**src/verilog/itcm_pkg.sv**
```systemverilog
package itcm_pkg;

  //////////////////////////////////////////////////
  // ITCM geometry
  //////////////////////////////////////////////////

  // Byte address into the ITCM
  localparam int ITCM_ADDR_W = 16;

  // Native ITCM word and byte mask
  localparam int ITCM_DATA_W = 64;
  localparam int ITCM_WMSK_W = ITCM_DATA_W / 8;

  // Load/store side is one lane wide
  localparam int LSU_DATA_W = 32;
  localparam int LSU_WMSK_W = LSU_DATA_W / 8;

  //////////////////////////////////////////////////
  // Address split
  //////////////////////////////////////////////////

  // Row index starts above the byte offset of a 64-bit word
  localparam int ITCM_AW_LSB = 3;
  localparam int ITCM_RAM_AW = ITCM_ADDR_W - ITCM_AW_LSB;

  // Picks the upper or lower 32-bit half
  localparam int LANE_SEL_BIT = 2;

  //////////////////////////////////////////////////
  // Data word
  //////////////////////////////////////////////////

  // Same 64 bits, seen whole or as two lanes
  // lane[0] is bits 31:0
  typedef union packed {
    logic [ITCM_DATA_W-1:0]                     word;
    logic [1:0][LSU_DATA_W-1:0]                 lane;
  } itcm_word_u;

endpackage

```
**src/verilog/itcm_ctrl.sv**
```systemverilog
`timescale 1ns/1ns

module itcm_ctrl
  import itcm_pkg::*;
(
  input  logic                   i_clk,
  input  logic                   i_rst_n,

  // IFU port, 64-bit
  input  logic                   i_ifu_cmd_valid,
  output logic                   o_ifu_cmd_ready,
  input  logic [ITCM_ADDR_W-1:0] i_ifu_cmd_addr,
  input  logic                   i_ifu_cmd_read,
  input  logic [ITCM_DATA_W-1:0] i_ifu_cmd_wdata,
  input  logic [ITCM_WMSK_W-1:0] i_ifu_cmd_wmask,
  output logic                   o_ifu_rsp_valid,
  input  logic                   i_ifu_rsp_ready,
  output logic [ITCM_DATA_W-1:0] o_ifu_rsp_rdata,
  output logic                   o_ifu_holdup,

  // LSU port, 32-bit
  input  logic                   i_lsu_cmd_valid,
  output logic                   o_lsu_cmd_ready,
  input  logic [ITCM_ADDR_W-1:0] i_lsu_cmd_addr,
  input  logic                   i_lsu_cmd_read,
  input  logic [LSU_DATA_W-1:0]  i_lsu_cmd_wdata,
  input  logic [LSU_WMSK_W-1:0]  i_lsu_cmd_wmask,
  output logic                   o_lsu_rsp_valid,
  input  logic                   i_lsu_rsp_ready,
  output logic [LSU_DATA_W-1:0]  o_lsu_rsp_rdata,

  // SRAM
  output logic                   o_ram_cs,
  output logic                   o_ram_we,
  output logic [ITCM_RAM_AW-1:0] o_ram_addr,
  output logic [ITCM_WMSK_W-1:0] o_ram_wem,
  output logic [ITCM_DATA_W-1:0] o_ram_din,
  input  logic [ITCM_DATA_W-1:0] i_ram_dout,

  output logic                   o_itcm_active
);

  // LSU traffic after widening
  logic                   lsu_w_cmd_valid;
  logic                   lsu_w_cmd_ready;
  logic [ITCM_ADDR_W-1:0] lsu_w_cmd_addr;
  logic                   lsu_w_cmd_read;
  itcm_word_u             lsu_w_cmd_wdata;
  logic [ITCM_WMSK_W-1:0] lsu_w_cmd_wmask;
  logic                   lsu_w_rsp_valid;
  logic                   lsu_w_rsp_ready;
  itcm_word_u             lsu_w_rsp_rdata;

  // Merged and tagged SRAM traffic
  logic                   sram_cmd_valid;
  logic                   sram_cmd_ready;
  logic [ITCM_ADDR_W-1:0] sram_cmd_addr;
  logic                   sram_cmd_read;
  logic [ITCM_DATA_W-1:0] sram_cmd_wdata;
  logic [ITCM_WMSK_W-1:0] sram_cmd_wmask;
  logic                   sram_cmd_ifu;
  logic                   sram_rsp_valid;
  logic                   sram_rsp_ready;
  logic [ITCM_DATA_W-1:0] sram_rsp_rdata;
  logic                   sram_rsp_ifu;
  logic                   sram_busy;

  //////////////////////////////////////////////////
  // LSU width converter
  //////////////////////////////////////////////////

  itcm_lsu_n2w u_lsu_n2w (
    .i_clk           (i_clk),
    .i_rst_n         (i_rst_n),
    .i_lsu_cmd_valid (i_lsu_cmd_valid),
    .o_lsu_cmd_ready (o_lsu_cmd_ready),
    .i_lsu_cmd_addr  (i_lsu_cmd_addr),
    .i_lsu_cmd_read  (i_lsu_cmd_read),
    .i_lsu_cmd_wdata (i_lsu_cmd_wdata),
    .i_lsu_cmd_wmask (i_lsu_cmd_wmask),
    .o_lsu_rsp_valid (o_lsu_rsp_valid),
    .i_lsu_rsp_ready (i_lsu_rsp_ready),
    .o_lsu_rsp_rdata (o_lsu_rsp_rdata),
    .o_w_cmd_valid   (lsu_w_cmd_valid),
    .i_w_cmd_ready   (lsu_w_cmd_ready),
    .o_w_cmd_addr    (lsu_w_cmd_addr),
    .o_w_cmd_read    (lsu_w_cmd_read),
    .o_w_cmd_wdata   (lsu_w_cmd_wdata),
    .o_w_cmd_wmask   (lsu_w_cmd_wmask),
    .i_w_rsp_valid   (lsu_w_rsp_valid),
    .o_w_rsp_ready   (lsu_w_rsp_ready),
    .i_w_rsp_rdata   (lsu_w_rsp_rdata)
  );

  //////////////////////////////////////////////////
  // Requester mux
  //////////////////////////////////////////////////

  itcm_port_mux u_port_mux (
    .i_clk             (i_clk),
    .i_rst_n           (i_rst_n),
    .i_ifu_cmd_valid   (i_ifu_cmd_valid),
    .o_ifu_cmd_ready   (o_ifu_cmd_ready),
    .i_ifu_cmd_addr    (i_ifu_cmd_addr),
    .i_ifu_cmd_read    (i_ifu_cmd_read),
    .i_ifu_cmd_wdata   (i_ifu_cmd_wdata),
    .i_ifu_cmd_wmask   (i_ifu_cmd_wmask),
    .o_ifu_rsp_valid   (o_ifu_rsp_valid),
    .i_ifu_rsp_ready   (i_ifu_rsp_ready),
    .o_ifu_rsp_rdata   (o_ifu_rsp_rdata),
    .i_lsu_w_cmd_valid (lsu_w_cmd_valid),
    .o_lsu_w_cmd_ready (lsu_w_cmd_ready),
    .i_lsu_w_cmd_addr  (lsu_w_cmd_addr),
    .i_lsu_w_cmd_read  (lsu_w_cmd_read),
    .i_lsu_w_cmd_wdata (lsu_w_cmd_wdata),
    .i_lsu_w_cmd_wmask (lsu_w_cmd_wmask),
    .o_lsu_w_rsp_valid (lsu_w_rsp_valid),
    .i_lsu_w_rsp_ready (lsu_w_rsp_ready),
    .o_lsu_w_rsp_rdata (lsu_w_rsp_rdata),
    .o_sram_cmd_valid  (sram_cmd_valid),
    .i_sram_cmd_ready  (sram_cmd_ready),
    .o_sram_cmd_addr   (sram_cmd_addr),
    .o_sram_cmd_read   (sram_cmd_read),
    .o_sram_cmd_wdata  (sram_cmd_wdata),
    .o_sram_cmd_wmask  (sram_cmd_wmask),
    .o_sram_cmd_ifu    (sram_cmd_ifu),
    .i_sram_rsp_valid  (sram_rsp_valid),
    .o_sram_rsp_ready  (sram_rsp_ready),
    .i_sram_rsp_rdata  (sram_rsp_rdata),
    .i_sram_rsp_ifu    (sram_rsp_ifu),
    .o_ifu_holdup      (o_ifu_holdup)
  );

  //////////////////////////////////////////////////
  // SRAM controller
  //////////////////////////////////////////////////

  itcm_sram_ctrl u_sram_ctrl (
    .i_clk       (i_clk),
    .i_rst_n     (i_rst_n),
    .i_cmd_valid (sram_cmd_valid),
    .o_cmd_ready (sram_cmd_ready),
    .i_cmd_addr  (sram_cmd_addr),
    .i_cmd_read  (sram_cmd_read),
    .i_cmd_wdata (sram_cmd_wdata),
    .i_cmd_wmask (sram_cmd_wmask),
    .i_cmd_ifu   (sram_cmd_ifu),
    .o_rsp_valid (sram_rsp_valid),
    .i_rsp_ready (sram_rsp_ready),
    .o_rsp_rdata (sram_rsp_rdata),
    .o_rsp_ifu   (sram_rsp_ifu),
    .o_ram_cs    (o_ram_cs),
    .o_ram_we    (o_ram_we),
    .o_ram_addr  (o_ram_addr),
    .o_ram_wem   (o_ram_wem),
    .o_ram_din   (o_ram_din),
    .i_ram_dout  (i_ram_dout),
    .o_busy      (sram_busy)
  );

  // Anything requested or still in flight keeps the ITCM awake
  assign o_itcm_active = i_ifu_cmd_valid | i_lsu_cmd_valid | sram_busy;

endmodule

```
**src/verilog/itcm_lsu_n2w.sv**
```systemverilog
`timescale 1ns/1ns

module itcm_lsu_n2w
  import itcm_pkg::*;
(
  input  logic                   i_clk,
  input  logic                   i_rst_n,

  // Narrow LSU command
  input  logic                   i_lsu_cmd_valid,
  output logic                   o_lsu_cmd_ready,
  input  logic [ITCM_ADDR_W-1:0] i_lsu_cmd_addr,
  input  logic                   i_lsu_cmd_read,
  input  logic [LSU_DATA_W-1:0]  i_lsu_cmd_wdata,
  input  logic [LSU_WMSK_W-1:0]  i_lsu_cmd_wmask,

  // Narrow LSU response
  output logic                   o_lsu_rsp_valid,
  input  logic                   i_lsu_rsp_ready,
  output logic [LSU_DATA_W-1:0]  o_lsu_rsp_rdata,

  // Wide command toward the port mux
  output logic                   o_w_cmd_valid,
  input  logic                   i_w_cmd_ready,
  output logic [ITCM_ADDR_W-1:0] o_w_cmd_addr,
  output logic                   o_w_cmd_read,
  output itcm_word_u             o_w_cmd_wdata,
  output logic [ITCM_WMSK_W-1:0] o_w_cmd_wmask,

  // Wide response from the port mux
  input  logic                   i_w_rsp_valid,
  output logic                   o_w_rsp_ready,
  input  itcm_word_u             i_w_rsp_rdata
);

  logic outs_r;
  logic lane_r;
  logic cmd_lane;
  logic cmd_hsk;
  logic rsp_hsk;
  logic cmd_allow;

  //////////////////////////////////////////////////
  // Command path
  //////////////////////////////////////////////////

  assign cmd_lane = i_lsu_cmd_addr[LANE_SEL_BIT];

  // Only one LSU access in flight, a retiring one frees the slot
  assign rsp_hsk   = i_w_rsp_valid & i_lsu_rsp_ready;
  assign cmd_allow = ~outs_r | rsp_hsk;

  assign o_w_cmd_valid   = i_lsu_cmd_valid & cmd_allow;
  assign o_lsu_cmd_ready = i_w_cmd_ready & cmd_allow;
  assign cmd_hsk         = i_lsu_cmd_valid & o_lsu_cmd_ready;

  assign o_w_cmd_addr = i_lsu_cmd_addr;
  assign o_w_cmd_read = i_lsu_cmd_read;

  // Write data goes to both lanes, the mask decides which bytes land
  always_comb begin
    o_w_cmd_wdata.lane[0] = i_lsu_cmd_wdata;
    o_w_cmd_wdata.lane[1] = i_lsu_cmd_wdata;
  end

  assign o_w_cmd_wmask = cmd_lane ? {i_lsu_cmd_wmask, {LSU_WMSK_W{1'b0}}}
                                  : {{LSU_WMSK_W{1'b0}}, i_lsu_cmd_wmask};

  //////////////////////////////////////////////////
  // Outstanding tracking
  //////////////////////////////////////////////////

  always_ff @(posedge i_clk or negedge i_rst_n) begin
    if (!i_rst_n) begin
      outs_r <= 1'b0;
    end else if (cmd_hsk) begin
      outs_r <= 1'b1;
    end else if (rsp_hsk) begin
      outs_r <= 1'b0;
    end
  end

  // Lane of the pending access
  always_ff @(posedge i_clk) begin
    if (cmd_hsk) begin
      lane_r <= cmd_lane;
    end
  end

  //////////////////////////////////////////////////
  // Response path
  //////////////////////////////////////////////////

  assign o_lsu_rsp_valid = i_w_rsp_valid;
  assign o_w_rsp_ready   = i_lsu_rsp_ready;
  assign o_lsu_rsp_rdata = i_w_rsp_rdata.lane[lane_r];

endmodule

```
**src/verilog/itcm_port_mux.sv**
```systemverilog
`timescale 1ns/1ns

module itcm_port_mux
  import itcm_pkg::*;
(
  input  logic                   i_clk,
  input  logic                   i_rst_n,

  // IFU command
  input  logic                   i_ifu_cmd_valid,
  output logic                   o_ifu_cmd_ready,
  input  logic [ITCM_ADDR_W-1:0] i_ifu_cmd_addr,
  input  logic                   i_ifu_cmd_read,
  input  logic [ITCM_DATA_W-1:0] i_ifu_cmd_wdata,
  input  logic [ITCM_WMSK_W-1:0] i_ifu_cmd_wmask,

  // IFU response
  output logic                   o_ifu_rsp_valid,
  input  logic                   i_ifu_rsp_ready,
  output logic [ITCM_DATA_W-1:0] o_ifu_rsp_rdata,

  // Widened LSU command
  input  logic                   i_lsu_w_cmd_valid,
  output logic                   o_lsu_w_cmd_ready,
  input  logic [ITCM_ADDR_W-1:0] i_lsu_w_cmd_addr,
  input  logic                   i_lsu_w_cmd_read,
  input  logic [ITCM_DATA_W-1:0] i_lsu_w_cmd_wdata,
  input  logic [ITCM_WMSK_W-1:0] i_lsu_w_cmd_wmask,

  // Widened LSU response
  output logic                   o_lsu_w_rsp_valid,
  input  logic                   i_lsu_w_rsp_ready,
  output logic [ITCM_DATA_W-1:0] o_lsu_w_rsp_rdata,

  // Merged command to the SRAM controller
  output logic                   o_sram_cmd_valid,
  input  logic                   i_sram_cmd_ready,
  output logic [ITCM_ADDR_W-1:0] o_sram_cmd_addr,
  output logic                   o_sram_cmd_read,
  output logic [ITCM_DATA_W-1:0] o_sram_cmd_wdata,
  output logic [ITCM_WMSK_W-1:0] o_sram_cmd_wmask,
  output logic                   o_sram_cmd_ifu,

  // Tagged response from the SRAM controller
  input  logic                   i_sram_rsp_valid,
  output logic                   o_sram_rsp_ready,
  input  logic [ITCM_DATA_W-1:0] i_sram_rsp_rdata,
  input  logic                   i_sram_rsp_ifu,

  output logic                   o_ifu_holdup
);

  logic sel_ifu;
  logic sram_cmd_hsk;
  logic holdup_r;

  //////////////////////////////////////////////////
  // Command select
  //////////////////////////////////////////////////

  // Load/store always beats instruction fetch
  assign sel_ifu = i_ifu_cmd_valid & ~i_lsu_w_cmd_valid;

  assign o_ifu_cmd_ready   = ~i_lsu_w_cmd_valid & i_sram_cmd_ready;
  assign o_lsu_w_cmd_ready = i_sram_cmd_ready;

  assign o_sram_cmd_valid = i_lsu_w_cmd_valid | i_ifu_cmd_valid;
  assign o_sram_cmd_ifu   = sel_ifu;

  always_comb begin
    if (i_lsu_w_cmd_valid) begin
      o_sram_cmd_addr  = i_lsu_w_cmd_addr;
      o_sram_cmd_read  = i_lsu_w_cmd_read;
      o_sram_cmd_wdata = i_lsu_w_cmd_wdata;
      o_sram_cmd_wmask = i_lsu_w_cmd_wmask;
    end else begin
      o_sram_cmd_addr  = i_ifu_cmd_addr;
      o_sram_cmd_read  = i_ifu_cmd_read;
      o_sram_cmd_wdata = i_ifu_cmd_wdata;
      o_sram_cmd_wmask = i_ifu_cmd_wmask;
    end
  end

  //////////////////////////////////////////////////
  // Response steering
  //////////////////////////////////////////////////

  // Tag came back with the data, it picks the owner
  assign o_ifu_rsp_valid   = i_sram_rsp_valid & i_sram_rsp_ifu;
  assign o_lsu_w_rsp_valid = i_sram_rsp_valid & ~i_sram_rsp_ifu;
  assign o_sram_rsp_ready  = i_sram_rsp_ifu ? i_ifu_rsp_ready : i_lsu_w_rsp_ready;

  assign o_ifu_rsp_rdata   = i_sram_rsp_rdata;
  assign o_lsu_w_rsp_rdata = i_sram_rsp_rdata;

  //////////////////////////////////////////////////
  // IFU holdup
  //////////////////////////////////////////////////

  // High while the last SRAM access came from the IFU,
  // so the fetch side may reuse the SRAM output
  assign sram_cmd_hsk = o_sram_cmd_valid & i_sram_cmd_ready;

  always_ff @(posedge i_clk or negedge i_rst_n) begin
    if (!i_rst_n) begin
      holdup_r <= 1'b0;
    end else if (sram_cmd_hsk) begin
      holdup_r <= sel_ifu;
    end
  end

  assign o_ifu_holdup = holdup_r;

endmodule

```
**src/verilog/itcm_sram_ctrl.sv**
```systemverilog
`timescale 1ns/1ns

module itcm_sram_ctrl
  import itcm_pkg::*;
(
  input  logic                   i_clk,
  input  logic                   i_rst_n,

  // Command in
  input  logic                   i_cmd_valid,
  output logic                   o_cmd_ready,
  input  logic [ITCM_ADDR_W-1:0] i_cmd_addr,
  input  logic                   i_cmd_read,
  input  logic [ITCM_DATA_W-1:0] i_cmd_wdata,
  input  logic [ITCM_WMSK_W-1:0] i_cmd_wmask,
  input  logic                   i_cmd_ifu,

  // Response out
  output logic                   o_rsp_valid,
  input  logic                   i_rsp_ready,
  output logic [ITCM_DATA_W-1:0] o_rsp_rdata,
  output logic                   o_rsp_ifu,

  // SRAM macro
  output logic                   o_ram_cs,
  output logic                   o_ram_we,
  output logic [ITCM_RAM_AW-1:0] o_ram_addr,
  output logic [ITCM_WMSK_W-1:0] o_ram_wem,
  output logic [ITCM_DATA_W-1:0] o_ram_din,
  input  logic [ITCM_DATA_W-1:0] i_ram_dout,

  output logic                   o_busy
);

  logic rsp_valid_r;
  logic rsp_ifu_r;
  logic cmd_hsk;
  logic rsp_hsk;

  //////////////////////////////////////////////////
  // Handshakes
  //////////////////////////////////////////////////

  assign rsp_hsk = rsp_valid_r & i_rsp_ready;

  // One response slot, freed in the same cycle it drains
  assign o_cmd_ready = ~rsp_valid_r | rsp_hsk;
  assign cmd_hsk     = i_cmd_valid & o_cmd_ready;

  //////////////////////////////////////////////////
  // SRAM strobes
  //////////////////////////////////////////////////

  assign o_ram_cs   = cmd_hsk;
  assign o_ram_we   = ~i_cmd_read;
  assign o_ram_addr = i_cmd_addr[ITCM_AW_LSB +: ITCM_RAM_AW];
  assign o_ram_wem  = i_cmd_wmask;
  assign o_ram_din  = i_cmd_wdata;

  //////////////////////////////////////////////////
  // Response stage
  //////////////////////////////////////////////////

  always_ff @(posedge i_clk or negedge i_rst_n) begin
    if (!i_rst_n) begin
      rsp_valid_r <= 1'b0;
      rsp_ifu_r   <= 1'b0;
    end else if (cmd_hsk) begin
      rsp_valid_r <= 1'b1;
      rsp_ifu_r   <= i_cmd_ifu;
    end else if (rsp_hsk) begin
      rsp_valid_r <= 1'b0;
    end
  end

  assign o_rsp_valid = rsp_valid_r;
  assign o_rsp_ifu   = rsp_ifu_r;

  // Macro output holds while cs is low, no capture register
  assign o_rsp_rdata = i_ram_dout;

  assign o_busy = rsp_valid_r;

endmodule
```
**config.mk**
```make
export PLATFORM = sky130hd
export DESIGN_NAME = itcm_ctrl
export DESIGN_NICKNAME = d
export VERILOG_FILES = /design/src/verilog/itcm_pkg.sv /design/src/verilog/itcm_ctrl.sv /design/src/verilog/itcm_lsu_n2w.sv /design/src/verilog/itcm_port_mux.sv /design/src/verilog/itcm_sram_ctrl.sv
export SDC_FILE = /design/constraint.sdc
export NUM_CORES = 1
export LEC_CHECK = 0
export BUFFER_PORTS_ARGS = -buffer_cell sky130_fd_sc_hd__buf_2
export CAP_MARGIN = 25
export CELL_PAD_IN_SITES_DETAIL_PLACEMENT = 0
export CELL_PAD_IN_SITES_GLOBAL_PLACEMENT = 1
export CORE_AREA = 2 2 157 159
export DETAILED_ROUTE_END_ITERATION = 10
export DIE_AREA = 0 0 159 161
export PLACE_DENSITY = 0.56
export RECOVER_POWER = 25
export SYNTH_ARGS = -nofsm -noshare
export SYNTH_HDL_FRONTEND = slang
export SYNTH_SLANG_ARGS = --single-unit
```
**constraint.sdc**
```tcl
create_clock -name i_clk -period 2.12 [get_ports i_clk]
set_input_delay 0.212 -clock i_clk [delete_from_list [all_inputs] [get_ports i_clk]]
set_output_delay 0.212 -clock i_clk [all_outputs]
set_load 0.01 [all_outputs]
```
======== Word-level counts from Yosys, hierarchy flattened ========
Cells that the tools add are included.
storage, ports and cells
  register bits after elaboration ......... 4
  output and inout port bits .............. 189
  logic and storage cells ................. 39
operators by class
  magnitude comparators ................... 1
  muxes and demuxes ....................... 12
  bitwise logic cells ..................... 20
  reductions and logical operators ........ 2
operator list
  kind                                                                   number
  32-bit 2-to-1 mux                                                      2
  64-bit 2-to-1 mux                                                      1
  16-bit 2-to-1 mux                                                      1
  8-bit 2-to-1 mux                                                       2
  1-bit bitwise AND                                                      10
  1-bit 2-to-1 mux                                                       6
  1-bit NOT                                                              5
  1-bit OR                                                               5
  2-bit nonzero test                                                     2
  1-bit by 2-bit < comparator with 1-bit output (second input constant)  1

======== Longest topological paths before layout ========
Gate-level depths: netlist of the first run.
  depth after elaboration ................. 8
  mapped depth ............................ 4
  mapped depth without buffers ............ 3

======== Hierarchy ========
From an unflattened synthesis of the first run, not the netlist that was laid out.
unflattened totals
  cells, all modules ...................... 530
  area total of the unflattened synthesis .. 4685.7 sq um
modules (own cells, without submodules)
  module          times used  cells an instance  area an instance (sq um)
  itcm_port_mux   1           237                2148.3
  itcm_lsu_n2w    1           135                1306.3
  itcm_sram_ctrl  1           157                1224.9
  itcm_ctrl       1           1                  6.3

======== Least setup slack after synthesis of the first run ========
Ideal clock, no wire load.
  path kind ............................... reg2out
  start point ............................. register u_sram_ctrl.rsp_ifu_r, in the netlist u_sram_ctrl.o_rsp_ifu
  end point ............................... output o_ram_addr[8]
  data arrival time ....................... 1591 ps
  setup slack ............................. 317 ps
  cell stages (with the launch flop) ...... 4
  path buffers ............................ 1
  cells stage by stage .................... dfrtp_1 -> o31ai_4 -> buf_6 -> mux2_1
on the way
  cells in the longest elaborated chain, start to end .. 6
ends and longest elaborated chain
  what                    RTL line              RTL
  from (decl)             itcm_sram_ctrl.sv:36  logic rsp_ifu_r;
  from (signal assigned)  itcm_sram_ctrl.sv:70  rsp_ifu_r <= i_cmd_ifu;
  1-bit NOT               itcm_port_mux.sv:90   assign o_lsu_w_rsp_valid = i_sram_rsp_valid & ~i_sram_rsp_ifu;
  1-bit bitwise AND       itcm_port_mux.sv:90
  1-bit bitwise AND       itcm_lsu_n2w.sv:50    assign rsp_hsk = i_w_rsp_valid & i_lsu_rsp_ready;
  1-bit OR                itcm_lsu_n2w.sv:51    assign cmd_allow = ~outs_r | rsp_hsk;
  1-bit bitwise AND       itcm_lsu_n2w.sv:53    assign o_w_cmd_valid = i_lsu_cmd_valid & cmd_allow;
  16-bit 2-to-1 mux       itcm_port_mux.sv:71   if (i_lsu_w_cmd_valid) begin
  to (decl)               itcm_ctrl.sv:35       output logic [ITCM_RAM_AW-1:0] o_ram_addr,
No other way between the ends.

======== Worst setup path in the final report of the first run ========
  start point ............................. register u_sram_ctrl.rsp_valid_r, in the netlist u_sram_ctrl.o_busy
  end point ............................... output o_ram_din[55]
on the way
  cells in the longest elaborated chain, start to end .. 5
ends and longest elaborated chain
  what                    RTL line              RTL
  from (decl)             itcm_sram_ctrl.sv:35  logic rsp_valid_r;
  from (signal assigned)  itcm_sram_ctrl.sv:66  rsp_valid_r <= 1'b0;
  from (signal assigned)  itcm_sram_ctrl.sv:69  rsp_valid_r <= 1'b1;
  from (signal assigned)  itcm_sram_ctrl.sv:72  rsp_valid_r <= 1'b0;
  1-bit bitwise AND       itcm_port_mux.sv:90
  1-bit bitwise AND       itcm_lsu_n2w.sv:50
  1-bit OR                itcm_lsu_n2w.sv:51
  1-bit bitwise AND       itcm_lsu_n2w.sv:53
  64-bit 2-to-1 mux       itcm_port_mux.sv:71
  to (decl)               itcm_ctrl.sv:37       output logic [ITCM_DATA_W-1:0] o_ram_din,
No other way between the ends.

==> results of run 1 <==
==> where the power goes <==
part	switching (mW)	internal (mW)	leakage (nW)
Clock	0.0623	0.249	0.0382
Sequential	0.00178	0.0824	0.0373
Combinational	0.343	0.378	2.03
==> logic make-up after synthesis <==
family / after synthesis / synth area share, %
mux: 119 / 60.1
compound gates: 7 / 2.65
buf+inv: 82 / 27.8
simple gates: 20 / 4.74
flops: 4 / 4.74
==> worst max-delay path by stage <==
stage | to | slack, ns | depth (start not counted)
5_1_grt | o_ram_addr[8] | 0.04 | 6
3_3_place_gp | o_ram_din[55] | 0.27 | 5
6_report | o_ram_din[55] | 0.10 | 6
3_5_place_dp | o_ram_din[55] | 0.27 | 5
4_1_cts | o_ram_din[55] | 0.03 | 5
2_1_floorplan | o_ram_addr[8] | 0.32 | 3
==> critical path, stage by stage, from the launching register on <==
cell and delay [ns]:
dfrtp_1 0.35, inv_2 0.05, o31ai_4 0.27, buf_12 0.19
buf_12 0.19, mux2_2 0.36, buf_2 0.14
==> stage by stage <==
step | total power [mW] | hold WS, ns
CTS | 1.14 | 0.251
finish | 1.12 | 0.248
detailed placement | 0.821 | 0.0188
floorplan | 0.462 | -0.0836
global placement | 0.824 | 0.0168
global route | 1.18 | 0.278
==> placed cells by master, fill, tap and decap left out, types with 4 or more instances in the layout <==
master / n
nor2b_1: 6
clkbuf_16: 4
nand2_1: 6
mux2_2: 98
mux2i_1: 6
inv_1: 4
mux2_1: 15
buf_2: 348
buf_4: 11
clkbuf_1: 48
==> sequential cells by signal, indices dropped and copies added, names as in the netlist <==
signal,count
u_lsu_n2w.lane_r,1
u_lsu_n2w.outs_r,1
u_sram_ctrl.o_busy,1
u_sram_ctrl.o_rsp_ifu,1
==> what timing repair did <==
item                                    4_1_cts  5_1_grt
setup buffers                                 0        1
hold endpoints to repair                      3        0
resized for setup                             0        0
endpoints found under the setup margin        0        7
hold buffers                                  1        0
==> Yosys cell counts (2+ instances only) <==
master and n:
nor2b_1 6, mux2_2 98, buf_4 64, mux2_1 15, nor2_1 2, mux2i_1 6, and2_1 3, o21ai_0 3
nand2_1 6, or3_1 2, buf_6 9, dfrtp_1 3, inv_1 4, buf_1 3
==> cell type report <==
cell class	instances	area, um2
Inverter	5	18.8
Timing Repair Buffer	410	2080
Clock buffer	4	78.8
Fill cell	2767	19800
Antenna cell	3	7.51
Sequential cell	4	105
Tap cell	324	405
Multi-Input combinational cell	146	1500
==> routing by layer <==
layer	wire [um]	up-vias
met1	4190	1264
met4	173	2
met5	13	-
met2	5890	227
met3	1110	12
li1	-	1439
==> key figures, run 1 <==
Setup path
  • WP data arrival: 1.81 ns
  • Worst r2r dst: u_lsu_n2w.lane_r$_DFFE_PP_
  • CP startpoint kind: flop
  • Reg-to-reg slack, setup: 0.67 ns
  • Crit-path max FO: 26
  • Worst EP required: 1.91 ns
  • Setup CP Type: flop to output port
  • Reg2Reg Depth: 5
  • Setup crit start: u_sram_ctrl.o_busy$_DFFE_PN0P_
  • Setup crit end kind: output port
  • Reg-to-reg startpoint: u_sram_ctrl.o_busy$_DFFE_PN0P_

Timing
  • Final setup violation count: 0
  • Fin Setup TNS: 0 ns
  • Final hold vios: 0
  • Final slew viol count: 0
  • Max Freq: 496 MHz
  • Final Skew: 0.000864 ns
  • Min Tclk post-route: 2.02 ns
  • RSZ-0062 raised after global routing: false
  • Least-Margin Pin Slew: 0.454 ns
  • Post-route setup slack: 0.102 ns
  • Period utilisation layout: 95.2%
  • Rel. slew slack: 69.7%

Min path
  • Hold EP: u_sram_ctrl.o_busy$_DFFE_PN0P_
  • Hold Crit Start: i_ifu_cmd_valid
  • Hold path depth: 2
  • Hold Crit Class: primary input to flop

Floorplanning
  • Die area: 25600 um2
  • Initial Util: 9.25%
  • Die H: 161 um
  • Core Box Area: 24000 um2
  • Die X: 159 um
  • Top Ports: 401
  • # rows: 57

GRT
  • Antenna violations before repair: 4
  • M3 GR Usage: 2.08%
  • Vias in the first global route: 2778
  • Global-route wire length before repair: 15400 um
  • Total GRT Usage: 7.67%
  • Pin count of the biggest net entering global routing: 33
  • GR Util met2: 14.8%
  • GRT overflow: 0
  • Met1 usage in global routing: 8.25%
  • Most Crowded Layer GR: met2

Detailed routing
  • DRC: 0
  • First-pass iteration count of the detailed router: 4
  • Average wire per standard cell: 12.7 um
  • Final WL: 11400 um
  • Drt via density: 3.29
  • Detail Route Antenna Nets: 0
  • DR iter-0 viols: 40
  • Total number of vias: 2944

Logic synthesis
  • Syn Inst Count: 232
  • Synth area leader: mux2_2
  • Top post-synthesis cells by area: mux2_2 (50%), buf_4 (22%), mux2_1 (7.6%)
  • Synth warn: 0
  • Async SR Flop Fraction: 75.0%
  • Cell Area, Synth: 2220 um2
  • Synth cell types: 22
  • Syn nets: 444
  • Flops & latches, synth: 4
  • Top FF cell, synth: dfrtp_1
  • Avg Inst Size Synth: 9.56 um2
  • Register area share after synthesis: 4.74%
  • Share of the synthesized area in the top cell type: 49.8%
  • Number of synthesized flops with an enable pin: 1

Clock network
  • Clk buf depth: 2
  • Clock Latency Late Sink: 0.23 ns
  • Sink Count: 4
  • Clock Pin Slew Worst Setup and Hold Paths: 0.03 ns
  • Number of CTS-inserted buffers: 3
  • H-tree levels: 1
  • CTS Root Cell: clkbuf_16
  • CTS tree: done

Final layout
  • Share of layout cells above drive strength 1: 81.7%
  • Finished Core Util: 17.5%
  • Layout Nets: 782
  • Post-route cell area: 4190 um2
  • Area grow syn2layout: 88.9%
  • Fin cells: 896

Outcome
  • Status: finished, final reports clean

Placed design
  • PortBufs: 395
  • Placed cell area: 4120 um2
  • Inst Count DP: 886
  • Worst slack, placed: 0.272 ns
  • Routability cong.: 0.764
  • Detailed Place HPWL: 10000 um

Run
  • Max capacitance violation total: 0

Power
  • Static Leakage: 2.11 nW
  • PD cells: 267 nW/um2
  • VDD IR max: 0.267 mV
No activity file was read; power rests on OpenSTA's default activity.
==> inputs of run 2 (changes only) <==
Settings changed: ABC_AREA from default to 1, CORE_AREA 2 2 157 159 to 2 2 156 158, DIE_AREA 0 0 159 161 to 0 0 158 160, PLACE_DENSITY 0.56 to 0.61.
==> key figures, run 2 <==
Outcome
  • Status: finished, final reports clean

Detailed routing
  • Drt via density: 3.48 (+6.0%)
  • Average wire per standard cell: 14.1 um (+12%)
  • DRC: 0 (unchanged)
  • First-pass iteration count of the detailed router: 4 (unchanged)
  • Total number of vias: 3580 (+22%)
  • DR iter-0 viols: 61 (+53%)
  • Final WL: 14500 um (+28%)
  • Detail Route Antenna Nets: 0 (unchanged)

Logic synthesis
  • Top FF cell, synth: dfrtp_1
  • Top post-synthesis cells by area: buf_4 (21%), nand2_1 (19%), mux2_2 (15%)
  • Number of synthesized flops with an enable pin: 1 (unchanged)
  • Commonest cells in the synthesized netlist: nand2_1 (119), buf_4 (65), o21ai_1 (57)
  • Most numerous cell in the Yosys netlist: nand2_1
  • Avg Inst Size Synth: 6.03 um2 (-37%)
  • Register area share after synthesis: 4.58% (-0.16 points)
  • Async SR Flop Fraction: 75.0% (unchanged)
  • Syn nets: 593 (+34%)
  • Synth cell types: 19 (-14%)
  • Synth area leader: buf_4
  • Flops & latches, synth: 4 (unchanged)
  • Synth warn: 0 (unchanged)
  • Cell Area, Synth: 2300 um2 (+3.6%)
  • Syn Inst Count: 381 (+64%)
  • Share of the synthesized area in the top cell type: 21.3% (-29 points)

Final layout
  • Fin cells: 1028 (+15%)
  • Area grow syn2layout: 82.5%
  • Fillcell total: 2869 (+3.7%)
  • FF/Latch Area: 106 um2 (+1.2%)
  • Share of layout cells above drive strength 1: 59.9% (-22 points)
  • Most common cell after layout, fill and taps aside: buf_2
  • Post-route cell area: 4190 um2 (about the same)
  • Most frequent cells in the layout: buf_2 (348), nand2_1 (119), o21ai_1 (57)
  • Multi-input combinational cell area: 1390 um2 (-7.2%)
  • Layout Nets: 916 (+17%)

GRT
  • Antenna violations before repair: 2 (-2)
  • Global-route wire length before repair: 18800 um (+22%)
  • Vias in the first global route: 3374 (+21%)
  • Total GRT Usage: 9.93% (+2.3 points)
  • GRT overflow: 0 (unchanged)
  • Pin count of the biggest net entering global routing: 70 (+110%)

Clock network
  • Sink Count: 4 (unchanged)
  • H-tree levels: 1 (unchanged)
  • Clock Pin Slew Worst Setup and Hold Paths: 0.03 ns (about the same)
  • CTS Root Cell: clkbuf_16
  • Clock Latency Late Sink: 0.23 ns (about the same)
  • Clk buf depth: 2 (unchanged)
  • CTS tree: done
  • Number of CTS-inserted buffers: 3 (unchanged)

Power
  • Tot Pwr: 3.00 mW (+170%)
  • Static Leakage: 2.48 nW (+17%)
  • PD cells: 716 nW/um2 (+170%)
  • VDD IR max: 0.295 mV (+11%)

Min path
  • Hold Crit Start: i_ifu_cmd_valid
  • Hold Crit Class: primary input to flop
  • Hold EP: u_sram_ctrl.o_busy$_DFFE_PN0P_
  • Hold path depth: 3 (+1)

Timing
  • Least-Margin Pin Slew: 0.413 ns (-0.0414 ns)
  • RSZ-0062 raised after global routing: false
  • Final hold vios: 0 (unchanged)
  • Fin Setup TNS: 0 ns (unchanged)
  • Period utilisation layout: 91.6% (-3.5 points)
  • Hold slack: 0.233 ns (-0.0156 ns)
  • Final setup violation count: 0 (unchanged)
  • Rel. slew slack: 72.5% (+2.8 points)
  • Max Freq: 515 MHz (+3.9%)
  • Min Tclk post-route: 1.94 ns (-0.0752 ns)
  • Final slew viol count: 0 (unchanged)
  • Final Skew: 0.000597 ns (-0.000267 ns)

Setup path
  • Setup CP Type: flop to output port
  • Setup crit end kind: output port
  • Reg-to-reg startpoint: u_sram_ctrl.o_rsp_ifu$_DFFE_PN0P_
  • Worst EP required: 1.91 ns (about the same)
  • Reg-to-reg slack, setup: 0.79 ns (+0.12 ns)
  • CP startpoint kind: flop
  • Setup crit start: u_sram_ctrl.o_rsp_ifu$_DFFE_PN0P_
  • Reg2Reg Depth: 5 (unchanged)
  • Worst r2r dst: u_lsu_n2w.lane_r$_DFFE_PP_
  • Crit-path max FO: 50 (+92%)
  • WP data arrival: 1.73 ns (-0.08 ns)

Floorplanning
  • # rows: 57 (unchanged)
  • Core Box Area: 23800 um2 (-0.60%)
  • Top Ports: 401 (unchanged)
  • Die area: 25300 um2 (-1.2%)
  • Initial Util: 9.64% (+0.39 points)
  • Die H: 160 um (-0.62%)
  • Die X: 158 um (-0.63%)

Placed design
  • Routability cong.: 0.731 (-4.3%)
  • PortBufs: 395 (unchanged)
  • Inst Count DP: 1019 (+15%)
  • Placed cell area: 4090 um2 (-0.64%)
  • Detailed Place HPWL: 12600 um (+26%)

Run
  • Max capacitance violation total: 0 (unchanged)
## run 2: critical path: stages, from the launching register on
cell     delay [ns]
dfrtp_2        0.45
inv_2          0.10
nand3_2        0.09
nand2_4        0.15
nand2_8        0.14
buf_12         0.22
o21ai_1        0.16
buf_2          0.17
## run 2: repair_timing
action | CTS | global route
hold buffers | 1 | 0
setup endpoints to repair | 1 | 50
gates cloned | 0 | 3
endpoints found under the hold margin | 3 | 0
resized for setup | 1 | 5
pin swaps | 0 | 1
buffers inserted | 0 | 0
## run 2: per-layer routing
metal	track usage [%]	vias to the layer above	share of wire, %	wire [um]
met5	0	-	0.089	13
met4	0.860	2	0.33	48
met3	2.09	7	9.6	1390
met2	21.1	245	54	7800
met1	9.87	1545	36	5290
li1	-	1781	-	-
## run 2: power by group
group          switching (mW)  leakage (nW)  total (mW)  internal, mW
logic                    1.52          2.40        2.54          1.01
clock network          0.0616        0.0382       0.311         0.249
registers              0.0398        0.0408       0.150         0.111
total                    1.63          2.48        3.00          1.37
## run 2: worst max path at each step
stage | endpoint | slack [ns] | cells past startpoint
floorplan | o_ram_din[54] | 0.69 | 7
global placement | o_ram_addr[11] | 0.30 | 8
detailed placement | o_ram_addr[11] | 0.23 | 8
CTS | o_ram_din[52] | 0.04 | 8
global route | o_ram_din[25] | 0.07 | 7
finish | o_ram_din[6] | 0.18 | 7
## run 2: layout make-up
class | instances | area share, %
antenna | 1 | 0.0597
clock buffer | 4 | 1.88
inverter | 45 | 4.12
multi-input combinational | 247 | 33.2
sequential | 4 | 2.54
tap | 324 | 9.68
timing repair buffer | 402 | 48.4
timing repair inverter | 1 | 0.179
## run 2: per-stage QoR
stage                     utilization [%]  worst slack [ns]
after floorplan                         -             0.687
after global placement               17.2             0.304
after detailed placement             17.2             0.230
after CTS                            17.6            0.0421
after global routing                 17.6            0.0666
final                                17.6             0.177
## run 2: cells by family (layout without fill, tap and decap cells)
group / Yosys count / in the layout / share of synthesized area (%)
and+or+nand+nor: 141 / 142 / 25.2
AOI/OAI and AO/OA: 73 / 73 / 18.5
DFF: 4 / 4 / 4.58
buffers and inverters: 131 / 452 / 36.0
other: 0 / 1 / 0
muxes: 32 / 32 / 15.7
==> inputs of run 3 (changes only) <==
Settings changed: REMOVE_ABC_BUFFERS from default to 1.
==> key figures, run 3 (synthesized netlist as in run 2, its figures left out) <==
Timing
  • Min Tclk post-route: 1.97 ns (+0.0275 ns)
  • Rel. slew slack: 71.0% (-1.5 points)
  • Final hold vios: 0 (unchanged)
  • Final Skew: 0.00152 ns (+0.000919 ns)
  • Least-Margin Pin Slew: 0.435 ns (+0.0222 ns)
  • RSZ-0062 raised after global routing: false
  • Post-route setup slack: 0.150 ns (-0.0275 ns)
  • Hold slack: 0.264 ns (+0.0313 ns)
  • Max Freq: 508 MHz (-1.4%)
  • Final slew viol count: 0 (unchanged)
  • Period utilisation layout: 92.9% (+1.3 points)
  • Final setup violation count: 0 (unchanged)

Floorplanning
  • Initial Util: 9.64% (unchanged)
  • # rows: 57 (unchanged)
  • Die area: 25300 um2 (unchanged)
  • Die X: 158 um (unchanged)
  • Die H: 160 um (unchanged)
  • Top Ports: 401 (unchanged)
  • Core Box Area: 23800 um2 (unchanged)

Placed design
  • Routability cong.: 0.713 (-2.5%)
  • Placed cell area: 4120 um2 (+0.67%)
  • PortBufs: 395 (unchanged)
  • Worst slack, placed: 0.215 ns (-0.0150 ns)
  • Inst Count DP: 1021 (+0.20%)
  • Detailed Place HPWL: 14100 um (+12%)

Detailed routing
  • DRC: 0 (unchanged)
  • DR iter-0 viols: 80 (+31%)
  • Final WL: 16500 um (+13%)
  • First-pass iteration count of the detailed router: 4 (unchanged)
  • Drt via density: 3.50 (+0.48%)
  • Average wire per standard cell: 15.9 um (+13%)
  • Detail Route Antenna Nets: 0 (unchanged)
  • Total number of vias: 3618 (+1.1%)

Final layout
  • Share of layout cells above drive strength 1: 60.0% (+0.086 points)
  • Post-route cell area: 4240 um2 (+1.3%)
  • Fin cells: 1034 (+0.58%)
  • Area grow syn2layout: 84.9%
  • Layout Nets: 920 (+0.44%)
  • Most frequent cells in the layout: buf_2 (348), nand2_1 (119), o21ai_1 (57)
  • Most common cell after layout, fill and taps aside: buf_2

GRT
  • Vias in the first global route: 3355 (-0.56%)
  • Total GRT Usage: 11.6% (+1.7 points)
  • Antenna violations before repair: 5 (+3)
  • Pin count of the biggest net entering global routing: 56 (-20%)
  • Global-route wire length before repair: 21300 um (+13%)
  • GRT overflow: 0 (unchanged)

Power
  • PD cells: 727 nW/um2 (+1.6%)
  • Static Leakage: 2.51 nW (+1.2%)
  • Tot Pwr: 3.08 mW (+2.9%)
  • VDD IR max: 0.379 mV (+28%)

Outcome
  • Status: finished, final reports clean

Setup path
  • Setup CP Type: flop to output port
  • Worst EP required: 1.91 ns (about the same)
  • Crit-path max FO: 27 (-46%)
  • Setup crit end kind: output port
  • CP startpoint kind: flop
  • WP data arrival: 1.76 ns (+0.03 ns)

Clock network
  • H-tree levels: 1 (unchanged)
  • CTS tree: done
  • Number of CTS-inserted buffers: 3 (unchanged)
  • Clock Latency Late Sink: 0.22 ns (about the same)
  • Sink Count: 4 (unchanged)
  • Clk buf depth: 2 (unchanged)
  • CTS Root Cell: clkbuf_16
  • Clock Pin Slew Worst Setup and Hold Paths: 0.03 ns (about the same)

Min path
  • Hold Crit Class: primary input to flop

Run
  • Max capacitance violation total: 0 (unchanged)
==> run 3: what timing repair did <==
action                                  in CTS  in global routing
endpoints found under the hold margin        3                  0
gates cloned                                 1                  1
pin swaps                                    1                  0
hold buffers                                 1                  0
resized for setup                            2                  1
setup buffers                                2                  1
endpoints found under the setup margin      15                 36
==> run 3: through the flow <==
step | setup TNS, ns | utilization [%]
after CTS | 0 | 17.8
after global routing | 0 | 17.8
after detailed placement | 0 | 17.3
after global placement | 0 | 17.3
final | 0 | 17.8
after floorplan | -4.83 | -
==> run 3: critical path, stage by stage (launching register included) <==
cell       delay (ns)
dfrtp_1          0.44
inv_2            0.12
nand3_2          0.08
nand2_4          0.15
nand2_8          0.15
clkbuf_16        0.25
o21ai_1          0.16
buf_2            0.16
==> run 3: final timing paths <==
kind	from	end	slack, ns	cells after the start
worst max-delay path	u_sram_ctrl.o_rsp_ifu$_DFFE_PN0P_	o_ram_din[63]	0.15	7
worst min-delay path	i_ifu_cmd_valid	u_sram_ctrl.o_busy$_DFFE_PN0P_	0.26	3
worst max register to register	u_sram_ctrl.o_rsp_ifu$_DFFE_PN0P_	u_lsu_n2w.lane_r$_DFFE_PP_	0.77	5
worst min register to register	u_lsu_n2w.outs_r$_DFFE_PN0P_	u_lsu_n2w.outs_r$_DFFE_PN0P_	0.62	2
max in group asynchronous	i_rst_n	u_lsu_n2w.outs_r$_DFFE_PN0P_	1.58	2
min in group asynchronous	i_rst_n	u_sram_ctrl.o_rsp_ifu$_DFFE_PN0P_	0.36	2
==> run 3: area by class of cell <==
| type | count | area (um2) |
|---|---|---|
| Tap cell | 324 | 405 |
| Inverter | 45 | 173 |
| Fill cell | 2883 | 19600 |
| Sequential cell | 4 | 105 |
| Antenna cell | 3 | 7.51 |
| Multi-Input combinational cell | 247 | 1390 |
| Clock buffer | 4 | 78.8 |
| Timing Repair Buffer | 407 | 2090 |
==> run 3: routing by layer <==
layer | part of all wire [%] | vias to the layer above | global-route usage [%]
met5 | 0.16 | - | 0
met4 | 0.10 | 4 | 1.52
met3 | 6.8 | 6 | 1.41
met2 | 57 | 229 | 24.9
met1 | 36 | 1583 | 11.7
li1 | - | 1796 | -
==> run 3: power by group <==
part / internal (mW) / leakage (nW) / total (mW) / switching (mW)
Combinational: 1.07 / 2.43 / 2.63 / 1.56
Clock: 0.249 / 0.0382 / 0.305 / 0.0563
Sequential: 0.109 / 0.0416 / 0.153 / 0.0440
Total: 1.42 / 2.51 / 3.08 / 1.66
